`src/design/msg_rx_pkg.sv`:
```
`default_nettype none

package msg_rx_pkg;

	////////////////////
	// Link field types
	////////////////////

	// Bit 0 is the MSB throughout the link.
	typedef logic [0:7] msg_byte_t;
	typedef logic [0:15] msg_word_t;    // High byte is [0:7].
	typedef logic [0:4] msg_opcode_t;   // Command byte bits 0 to 4.
	typedef logic [0:2] msg_argmask_t;  // Bit 0 a1, bit 1 a2, bit 2 a3.
	typedef logic [2:0] msg_field_t;
	typedef logic [4:0] msg_tmr_t;

	// Staging field selects.
	localparam msg_field_t FIELD_CMD = 3'd0;
	localparam msg_field_t FIELD_A1  = 3'd1;
	localparam msg_field_t FIELD_A2H = 3'd2;
	localparam msg_field_t FIELD_A2L = 3'd3;
	localparam msg_field_t FIELD_A3H = 3'd4;
	localparam msg_field_t FIELD_A3L = 3'd5;

	////////////////////
	// Commands
	////////////////////

	localparam msg_opcode_t OP_R   = 5'd1;
	localparam msg_opcode_t OP_W   = 5'd2;
	localparam msg_opcode_t OP_IN  = 5'd3;
	localparam msg_opcode_t OP_PA  = 5'd4;
	localparam msg_opcode_t OP_OK  = 5'd5;
	localparam msg_opcode_t OP_PE  = 5'd6;
	localparam msg_opcode_t OP_EN  = 5'd7;
	localparam msg_opcode_t OP_CPD = 5'd8;
	localparam msg_opcode_t OP_CPR = 5'd9;
	localparam msg_opcode_t OP_CPF = 5'd10;
	localparam msg_opcode_t OP_CPS = 5'd11;

	// One-hot flags, unknown covers every unmapped opcode.
	typedef struct packed {
		logic r;
		logic w;
		logic in;
		logic pa;
		logic ok;
		logic pe;
		logic en;
		logic cpd;
		logic cpr;
		logic cpf;
		logic cps;
		logic unknown;
	} msg_cmd_t;

	typedef struct packed {
		msg_byte_t a1;
		msg_word_t a2;
		msg_word_t a3;
	} msg_args_t;

	// Idle cycles allowed between bytes inside a message.
	localparam msg_tmr_t MSG_TIMEOUT = 5'd16;

endpackage

`default_nettype wire

```
`src/design/msg_arg_collect.sv`:
```
`timescale 1ns/1ps
`default_nettype none

module msg_arg_collect (
	input  logic                   clk_sys,
	input  logic                   rst,
	input  msg_rx_pkg::msg_byte_t  byte_data,
	input  logic                   load,
	input  msg_rx_pkg::msg_field_t field,
	input  logic                   commit,
	input  msg_rx_pkg::msg_cmd_t   flags_in,
	output msg_rx_pkg::msg_byte_t  cmd_staged,
	output msg_rx_pkg::msg_cmd_t   cmd,
	output msg_rx_pkg::msg_args_t  args
);

	import msg_rx_pkg::*;

	msg_args_t staged;

	////////////////////
	// Staging
	////////////////////

	// Fields not named by the message keep what they held.
	always_ff @(posedge clk_sys) begin
		if (rst) begin
			cmd_staged <= '0;
			staged     <= '0;
		end else if (load) begin
			case (field)
				FIELD_CMD: begin
					cmd_staged <= byte_data;
					staged     <= args;  // Drops bytes of an abandoned message.
				end
				FIELD_A1:  staged.a1       <= byte_data;
				FIELD_A2H: staged.a2[0:7]  <= byte_data;  // High byte first.
				FIELD_A2L: staged.a2[8:15] <= byte_data;
				FIELD_A3H: staged.a3[0:7]  <= byte_data;
				FIELD_A3L: staged.a3[8:15] <= byte_data;
				default: begin
				end
			endcase
		end
	end

	////////////////////
	// Published outputs
	////////////////////

	// Whole message becomes visible on one edge.
	always_ff @(posedge clk_sys) begin
		if (rst) begin
			cmd  <= '0;
			args <= '0;
		end else if (commit) begin
			cmd  <= flags_in;
			args <= staged;
		end
	end

endmodule

`default_nettype wire

```
`src/design/msg_byte_timer.sv`:
```
`timescale 1ns/1ps
`default_nettype none

module msg_byte_timer (
	input  logic clk_sys,
	input  logic rst,
	input  logic run,
	input  logic restart,
	output logic expired
);

	import msg_rx_pkg::*;

	msg_tmr_t count;

	// Counts idle cycles, sticks at all ones.
	always_ff @(posedge clk_sys) begin
		if (rst || restart || !run) begin
			count <= '0;
		end else if (count != '1) begin
			count <= count + 1'b1;
		end
	end

	// Saturation past the limit keeps this to a single cycle.
	assign expired = run && (count == MSG_TIMEOUT);

endmodule

`default_nettype wire

```
`src/design/msg_cmd_dec.sv`:
```
`timescale 1ns/1ps
`default_nettype none

module msg_cmd_dec (
	input  msg_rx_pkg::msg_byte_t cmd_byte,
	output msg_rx_pkg::msg_cmd_t  flags
);

	import msg_rx_pkg::*;

	msg_opcode_t opcode;

	// Mask bits 5 to 7 take no part in the decode.
	assign opcode = cmd_byte[0:4];

	always_comb begin
		flags = '0;
		case (opcode)
			OP_R: begin
				flags.r = 1'b1;
			end
			OP_W: begin
				flags.w = 1'b1;
			end
			OP_IN: begin
				flags.in = 1'b1;
			end
			OP_PA: begin
				flags.pa = 1'b1;
			end
			OP_OK: begin
				flags.ok = 1'b1;
			end
			OP_PE: begin
				flags.pe = 1'b1;
			end
			OP_EN: begin
				flags.en = 1'b1;
			end
			OP_CPD: begin
				flags.cpd = 1'b1;
			end
			OP_CPR: begin
				flags.cpr = 1'b1;
			end
			OP_CPF: begin
				flags.cpf = 1'b1;
			end
			OP_CPS: begin
				flags.cps = 1'b1;
			end
			default: begin
				flags.unknown = 1'b1;  // Opcode 0 and 12 to 31.
			end
		endcase
	end

endmodule

`default_nettype wire

```
`src/design/msg_rx.sv`:
```
`timescale 1ns/1ps
`default_nettype none

module msg_rx (
	input  logic                  clk_sys,
	input  logic                  rst,
	input  msg_rx_pkg::msg_byte_t byte_data,
	input  logic                  byte_valid,
	output msg_rx_pkg::msg_cmd_t  cmd,
	output msg_rx_pkg::msg_args_t args,
	output logic                  ready,
	output logic                  timeout
);

	import msg_rx_pkg::*;

	logic       load;
	msg_field_t field;
	logic       commit;
	logic       run;
	logic       restart;
	logic       expired;
	msg_byte_t  cmd_staged;
	msg_cmd_t   flags;

	////////////////////
	// Control
	////////////////////

	msg_rx_ctrl msg_rx_ctrl_i (
		.clk_sys    (clk_sys),
		.rst        (rst),
		.byte_valid (byte_valid),
		.arg_mask   (cmd_staged[5:7]),  // Mask bits of the staged command.
		.expired    (expired),
		.load       (load),
		.field      (field),
		.commit     (commit),
		.run        (run),
		.restart    (restart),
		.ready      (ready),
		.timeout    (timeout)
	);

	msg_byte_timer msg_byte_timer_i (
		.clk_sys (clk_sys),
		.rst     (rst),
		.run     (run),
		.restart (restart),
		.expired (expired)
	);

	////////////////////
	// Data path
	////////////////////

	msg_arg_collect msg_arg_collect_i (
		.clk_sys    (clk_sys),
		.rst        (rst),
		.byte_data  (byte_data),
		.load       (load),
		.field      (field),
		.commit     (commit),
		.flags_in   (flags),
		.cmd_staged (cmd_staged),
		.cmd        (cmd),
		.args       (args)
	);

	msg_cmd_dec msg_cmd_dec_i (
		.cmd_byte (cmd_staged),
		.flags    (flags)
	);

endmodule

`default_nettype wire

```
`src/design/msg_rx_ctrl.sv`:
```
`timescale 1ns/1ps
`default_nettype none

module msg_rx_ctrl (
	input  logic                     clk_sys,
	input  logic                     rst,
	input  logic                     byte_valid,
	input  msg_rx_pkg::msg_argmask_t arg_mask,
	input  logic                     expired,
	output logic                     load,
	output msg_rx_pkg::msg_field_t   field,
	output logic                     commit,
	output logic                     run,
	output logic                     restart,
	output logic                     ready,
	output logic                     timeout
);

	import msg_rx_pkg::*;

	typedef enum logic [2:0] {
		IDLE,
		ARG,
		A1,
		A2H,
		A2L,
		A3H,
		A3L,
		DONE
	} state_t;

	state_t state;
	state_t state_next;
	logic   waiting;
	logic   accept;

	////////////////////
	// Byte acceptance
	////////////////////

	assign waiting = (state != ARG) && (state != DONE);
	assign run     = waiting && (state != IDLE);  // Argument states only.
	assign accept  = waiting && byte_valid && !expired;
	assign load    = accept;
	assign restart = accept;
	assign commit  = (state == DONE);

	always_comb begin
		case (state)
			A1:      field = FIELD_A1;
			A2H:     field = FIELD_A2H;
			A2L:     field = FIELD_A2L;
			A3H:     field = FIELD_A3H;
			A3L:     field = FIELD_A3L;
			default: field = FIELD_CMD;
		endcase
	end

	////////////////////
	// Sequencing
	////////////////////

	// Absent arguments are skipped in a1, a2, a3 order.
	always_comb begin
		state_next = state;
		if (expired) begin
			state_next = IDLE;  // Abandon without commit.
		end else begin
			case (state)
				IDLE: if (accept) state_next = ARG;
				ARG: begin
					if (arg_mask[0])      state_next = A1;
					else if (arg_mask[1]) state_next = A2H;
					else if (arg_mask[2]) state_next = A3H;
					else                  state_next = DONE;
				end
				A1: if (accept) begin
					if (arg_mask[1])      state_next = A2H;
					else if (arg_mask[2]) state_next = A3H;
					else                  state_next = DONE;
				end
				A2H: if (accept) state_next = A2L;
				A2L: if (accept) state_next = arg_mask[2] ? A3H : DONE;
				A3H: if (accept) state_next = A3L;
				A3L: if (accept) state_next = DONE;
				default: state_next = IDLE;  // DONE commits and returns.
			endcase
		end
	end

	always_ff @(posedge clk_sys) begin
		if (rst) begin
			state   <= IDLE;
			ready   <= 1'b0;
			timeout <= 1'b0;
		end else begin
			state   <= state_next;
			ready   <= commit;   // Lines up with the output registers.
			timeout <= expired;
		end
	end

endmodule

`default_nettype wire

```
`config.mk`:
```
export PLATFORM = sky130hd
export DESIGN_NAME = msg_rx
export DESIGN_NICKNAME = d
export VERILOG_FILES = /design/src/design/msg_rx_pkg.sv /design/src/design/msg_arg_collect.sv /design/src/design/msg_byte_timer.sv /design/src/design/msg_cmd_dec.sv /design/src/design/msg_rx.sv /design/src/design/msg_rx_ctrl.sv
export SDC_FILE = /design/constraint.sdc
export NUM_CORES = 1
export LEC_CHECK = 0
export BUFFER_PORTS_ARGS = -buffer_cell sky130_fd_sc_hd__buf_2
export CAP_MARGIN = 0
export CORE_MARGIN = 5
export CORE_UTILIZATION = 30
export CTS_BUF_LIST = sky130_fd_sc_hd__clkbuf_2
export CTS_CLUSTER_SIZE = 12
export DETAILED_ROUTE_END_ITERATION = 12
export SLEW_MARGIN = 10
export SYNTH_ARGS = -nofsm -noshare
export SYNTH_HDL_FRONTEND = slang
export SYNTH_HIERARCHICAL = 1
export SYNTH_SLANG_ARGS = --single-unit
```
`constraint.sdc`:
```
create_clock -name clk_sys -period 2.3 [get_ports clk_sys]
set_input_delay 0.115 -clock clk_sys [delete_from_list [all_inputs] [get_ports clk_sys]]
set_output_delay 0.115 -clock clk_sys [all_outputs]
set_load 0.005 [all_outputs]
```
* Yosys cells after proc, flatten, opt, wreduce, memory -nomap -nowiden
Index checks and enable logic that the tools add are counted.
Word-level totals: flip-flop bits (word level) 110, output and inout port bits 54
Operators by class: add/subtract/negate cells 1, eq/ne operators 33, multiplexer cells 28, reduce and logical (&&, ||, !) cells 26
Operators with widths (count):
- $pmux 8 s2 | 5
- $mux 3 | 8
- $pmux 3 s7 | 1
- $eq 5x3->1 const B | 4
- $eq 5x4->1 const B | 4
- $eq 3x3->1 const B | 6
- $pmux 3 s5 | 1
- $eq 3x2->1 const B | 4
- $mux 1 | 12
- $ne 2x1->1 const B | 6
- $reduce_and 2->1 | 6
- $reduce_or 11->1 | 1
- $eq 5x2->1 const B | 2
- $reduce_bool 2->1 | 5
- $eq 3x1->1 const B | 2
- $logic_not 3->1 | 2
- $reduce_and 6->1 | 1
- $add 5x1->5 const B | 1
- $eq 5x1->1 const B | 1
- $eq 5x5->1 const B | 1
- $logic_and 1x1->1 | 5
- $ne 5x5->1 const B | 1
- $ne 3x1->1 const B | 1
- $ne 3x3->1 const B | 1
- 5 further kinds | 7

* Logic depth before layout (Yosys ltp)
word-level depth 8, mapped depth 12

* By module
The synthesis kept the hierarchy.
By module, submodules not included:
- msg_arg_collect | times used 1, cells each 412, area each 4169.0 um2, seq. area each 2001.9 um2
- msg_rx_ctrl | times used 1, cells each 44, area each 375.4 um2, seq. area each 100.1 um2
- msg_byte_timer | times used 1, cells each 26, area each 256.5 um2, seq. area each 100.1 um2
- msg_cmd_dec | times used 1, cells each 20, area each 118.9 um2, seq. area each 0.0 um2

* Least setup slack after synthesis
No wires, ideal clock.
path type register to register, start register msg_rx_ctrl_i.state[1], end register msg_arg_collect_i.cmd_staged[6], library setup time 0.132 ns, arrival 2.392 ns, required time 2.168 ns, path slack -0.224 ns, stages on the path, launching flop included 12, path buffers 2, clock period less this slack 2.524 ns, cells stage by stage dfxtp_1 buf_2 and3_2 nor2_1 and4_2 and2b_4 inv_1 a31oi_1 or4b_1 buf_2 nand2_1 a21oi_1
Between the ends: cells in the longest elaborated chain, start to end 7, elaborated cells between the ends (all ways) 17, classes of those cells 7 x eq/ne; 1 x mux; 9 x reduce/logical
Ends and longest elaborated chain:
- from (decl) | RTL line msg_rx_ctrl.sv:32 | state_t state;
- from (signal assigned) | RTL line msg_rx_ctrl.sv:97 | state <= state_next;
- $ne 3x1->1 / $ne 3x3->1 (equally long branches) | RTL line msg_rx_ctrl.sv:41 | assign waiting = (state != ARG) && (state != DONE);
- $logic_and 1x1->1 | RTL line msg_rx_ctrl.sv:41
- $logic_and 1x1->1 (*) | RTL line msg_rx_ctrl.sv:42 | assign run = waiting && (state != IDLE);
- via run | RTL line msg_rx.sv:20 | logic run;
- $logic_and 1x1->1 (*) | RTL line msg_byte_timer.sv:26 | assign expired = run && (count == MSG_TIMEOUT);
- via expired | RTL line msg_rx.sv:22 | logic expired;
- $logic_not 1->1 (*) | RTL line msg_rx_ctrl.sv:43 | assign accept = waiting && byte_valid && !expired;
- $logic_and 1x1->1 (*) | RTL line msg_rx_ctrl.sv:43
- via load | RTL line msg_rx.sv:17 | logic load;
- $reduce_and 2->1 (no line) (*)
- to (signal assigned) | RTL line msg_arg_collect.sv:33 | cmd_staged <= byte_data;
- to (decl) | RTL line msg_arg_collect.sv:12 | output msg_rx_pkg::msg_byte_t cmd_staged,
Mark *: on every way through the listed nets, which the timed path passes. The rest lies on a longest branch. A chain may end at the register's enable or synchronous reset.

* Final worst setup path
start register msg_rx_ctrl_i.state[2], end register msg_arg_collect_i/staged[38] in the netlist's numbering
Between the ends: cells in the longest elaborated chain, start to end 7, elaborated cells between the ends (all ways) 20, classes of those cells 8 x eq/ne; 2 x mux; 10 x reduce/logical
Ends and longest elaborated chain:
- $ne 3x1->1 / $ne 3x3->1 (equally long branches) | RTL line msg_rx_ctrl.sv:41
- $logic_and 1x1->1 | RTL line msg_rx_ctrl.sv:41
- $logic_and 1x1->1 (*) | RTL line msg_rx_ctrl.sv:42
- via run | RTL line msg_rx.sv:20
- $logic_and 1x1->1 (*) | RTL line msg_byte_timer.sv:26
- via expired | RTL line msg_rx.sv:22
- $logic_not 1->1 (*) | RTL line msg_rx_ctrl.sv:43
- $logic_and 1x1->1 (*) | RTL line msg_rx_ctrl.sv:43
- via load | RTL line msg_rx.sv:17
- $reduce_and 2->1 (no line) (*)
- to (signal assigned) | RTL line msg_arg_collect.sv:34 | staged <= args;
- to (decl) | RTL line msg_arg_collect.sv:19 | msg_args_t staged;
Marks and branches as above.

==> out/qor.yml <==
status: "completed"
synth_common_cells: "110 x dfxtp_1, 95 x nor2_1, 80 x mux2i_1, 50 x nand2_1, 27 x a21oi_1"
synth_top_area_share: 0.4476
worstPathRequired_ps: 2800
track_usage: 0.1236
min_path_type: "input port to register"
rr_startpoint: "msg_rx_ctrl_i/state[2]$_SDFFE_PP0P_"
clock_latency_ps: 600
synth_edf_count: 0
post-synth-top-count-cell: "dfxtp_1"
switching_share: 0.3200
criticalPathCategory: "register to register"
root_buffer: "clkbuf_2"
clkSinkCount: 110
dieArea_sq_um: 19060
cap_violations: 0
async_flop_share: 0
syn-num-nets: 516
grt_max_degree: 74
fin_util: 0.3601
antenna_found_initial: 0
p_sw_mw: 1.351
cts_buffer_depth: 2
period_needed_ps: 2213
cp-start-kind: "register"
finalSetupViolations: 0
portBuffers: 64
avgViaCountPerCell: 4.786
dp_hpwl_microns: 7995
vdd_drop_max_uv: 236.1
yosysWarnings: 6
n_antenna_cell: 0
relSlewSlack: 0.3782
grt.overflow.total: 0
drc: 0
synth.avg_cell_area_sq_um: 9.800
seq_power_share: 0.521
leakage_nw: 2.115
wl_microns: 11960
endpoint_kind: "register"
numCtsBuffers: 9
synth.distinct_cells: 51
power_density_nw_per_um2: 732.6
preCtsSetupSlack_ps: 29.04
grt_pass1_wl_microns: 19310
synth_top_flop_cell: "dfxtp_1"
r2r_slack_ps: 90
crit_start: "msg_rx_ctrl_i/state[2]$_SDFFE_PP0P_"
coreArea_sq_um: 16000
r2r_cells: 11
seq_area_frac_synth: 0.4476
drive_above_1_share: 0.2534
io_pins: 65
pwr-share-clk: 0.204
max_slew.worst_pin.slew_ps: 932.7
htreeDepth: 3
post_drt_wl_per_cell_microns: 15.03
critPathCapture: "msg_arg_collect_i/staged[38]$_SDFFE_PP0P_"
n_fill_cell: 1661
initial_core_util: 0.3075
drt_first_pass_iters: 5
die_h_microns: 138.1
yosys-top-cells-area: "dfxtp_1 45%, mux2i_1 16%, nor2_1 7.2%, a211oi_1 3.8%, nand2_1 3.8%"
combPwrFrac: 0.275
fmax_mhz: 451.8
first_global_vias: 3603
vias: 3810
r2r-end: "msg_arg_collect_i/staged[38]$_SDFFE_PP0P_"
clock_skew_ps: 31.90
fin_nets: 590
cts_tree: "built"
worst_slack_ps: 86.86
hold_viol: 0
syn_area_sq_um: 4920
fin_setup_tns_ps: 0
finalMaxSlewViolations: 0
path_clk_slew_ps: 280
worstPathMaxFanout: 7
fp.dieW_microns: 138.1
power.internal_mw: 2.871
drtIter0Drc: 199
detail-route-antenna-nets: 0
synth_top_area_cell: "dfxtp_1"
areaGrowthSynthToFinish_pct: 17.12
total_power_mw: 4.221
rows: 46
ys_ff_latch: 110
netlist_instances: 502
rsz0062_at_grt: "false"
finalCritPeriodShare: 0.9622
gp_congestion: 0.7553
critPathArrivalTime_ps: 2710
[layout by cell type (no fill, tap or decap), drive strengths merged, types with 3 or more instances in the layout]
cell type / instances
xnor2: 3
nor3: 3
xor2: 3
nor3b: 4
inv: 3
clkinv: 4
dfxtp: 110
nand3b: 3
nand2b: 5
a21oi: 27
buf: 89
a311oi: 16
nor2b: 6
nand2: 50
mux2i: 80
nor4b: 3
and2: 3
dlygate4sd3: 10
or3b: 3
a211oi: 25
nor2: 95
clkbuf: 11
ha: 3
[routing by layer]
metal / track usage / part of all wire / up-vias
met5: 0 / 0 / -
met1: 0.1657 / 0.47 / 1813
li1: - / - / 1899
met4: 0.04940 / 0.021 / 0
met3: 0.02414 / 0.042 / 19
met2: 0.1960 / 0.47 / 79
[how the worst min path moves through the flow]
| stage | slack [ps] | start | depth (start not counted) | to |
|---|---|---|---|---|
| finish | 370 | byte_data[2] | 4 | msg_arg_collect_i/cmd_staged[2]$_SDFFE_PP0P_ |
| global route | 320 | byte_data[2] | 4 | msg_arg_collect_i/cmd_staged[2]$_SDFFE_PP0P_ |
| CTS | 300 | byte_data[7] | 4 | msg_arg_collect_i/cmd_staged[7]$_SDFFE_PP0P_ |
| detailed placement | 480 | msg_arg_collect_i/cmd[5]$_SDFFE_PP0P_ | 2 | msg_arg_collect_i/cmd[5]$_SDFFE_PP0P_ |
| global placement | 470 | msg_arg_collect_i/staged[12]$_SDFFE_PP0P_ | 2 | msg_arg_collect_i/args[12]$_SDFFE_PP0P_ |
| floorplan | 190 | rst | 1 | msg_rx_ctrl_i/ready$_SDFF_PP0_ |
[cell families after synthesis]
family	after synthesis	synth area share
xor gates and xnor gates	6	0.01831
muxes	80	0.1628
and+or+nand+nor	187	0.1887
AOI/OAI and AO/OA	76	0.1200
DFF	110	0.4476
buffers and inverters	40	0.05493
adders and majority gates	3	0.007631
[sequential cells by signal, summed over array words and instances (netlist names)]
register,flops
msg_arg_collect_i/staged,40
msg_rx_ctrl_i/state,3
msg_rx_ctrl_i/timeout,1
msg_byte_timer_i/count,5
msg_rx_ctrl_i/ready,1
msg_arg_collect_i/cmd,12
msg_arg_collect_i/cmd_staged,8
msg_arg_collect_i/args,40
[metrics by stage]
stage               instance area [sq um]  hold WS (ps)  std cells
global placement                     5464         471.3        765
detailed placement                   5464         475.5        765
CTS                                  5669         299.3        790
finish                               5762         367.5        796
floorplan                            4942         186.6        502
global route                         5762         318.4        796
[worst max-delay path, stage by stage (launching register included)]
cell and delay (ps):
dfxtp_2 410, and3_4 180, nor2_1 50, and4_4 160
and2b_4 250, inv_2 40, a31oi_4 200, buf_6 150
nor3b_4 290, clkbuf_16 210, buf_4 110, a211oi_1 60
[final cells by class]
cell class,count,area [sq um],area share
Clock buffer,10,50.05,0.008686
Inverter,3,11.26,0.001954
Timing Repair Buffer,100,676.9,0.1175
Multi-Input combinational cell,352,2495,0.4330
Sequential cell,110,2207,0.3831
Clock inverter,5,51.30,0.008903
Tap cell,216,270.3,0.04691
[power groups by stage]
| stage | Combinational, mW | Clock [mW] | Sequential [mW] |
|---|---|---|---|
| 2_1_floorplan | 0.904 | 0 | 2.21 |
| 3_3_place_gp | 1.06 | 0 | 2.22 |
| 5_1_grt | 1.27 | 0.985 | 2.23 |
| 4_1_cts | 1.12 | 0.907 | 2.20 |
| 3_5_place_dp | 1.10 | 0 | 2.23 |
| 6_report | 1.16 | 0.863 | 2.20 |
[timing repair]
item | CTS | global route
endpoints found under the hold margin | 56 | 0
gates resized for setup | 1 | 11
cloned | 0 | 1
pin swaps | 0 | 3
setup endpoints to repair | 1 | 38
hold buffers | 10 | 0
setup buffers | 0 | 5
No activity file was read; power rests on OpenSTA's default activity.
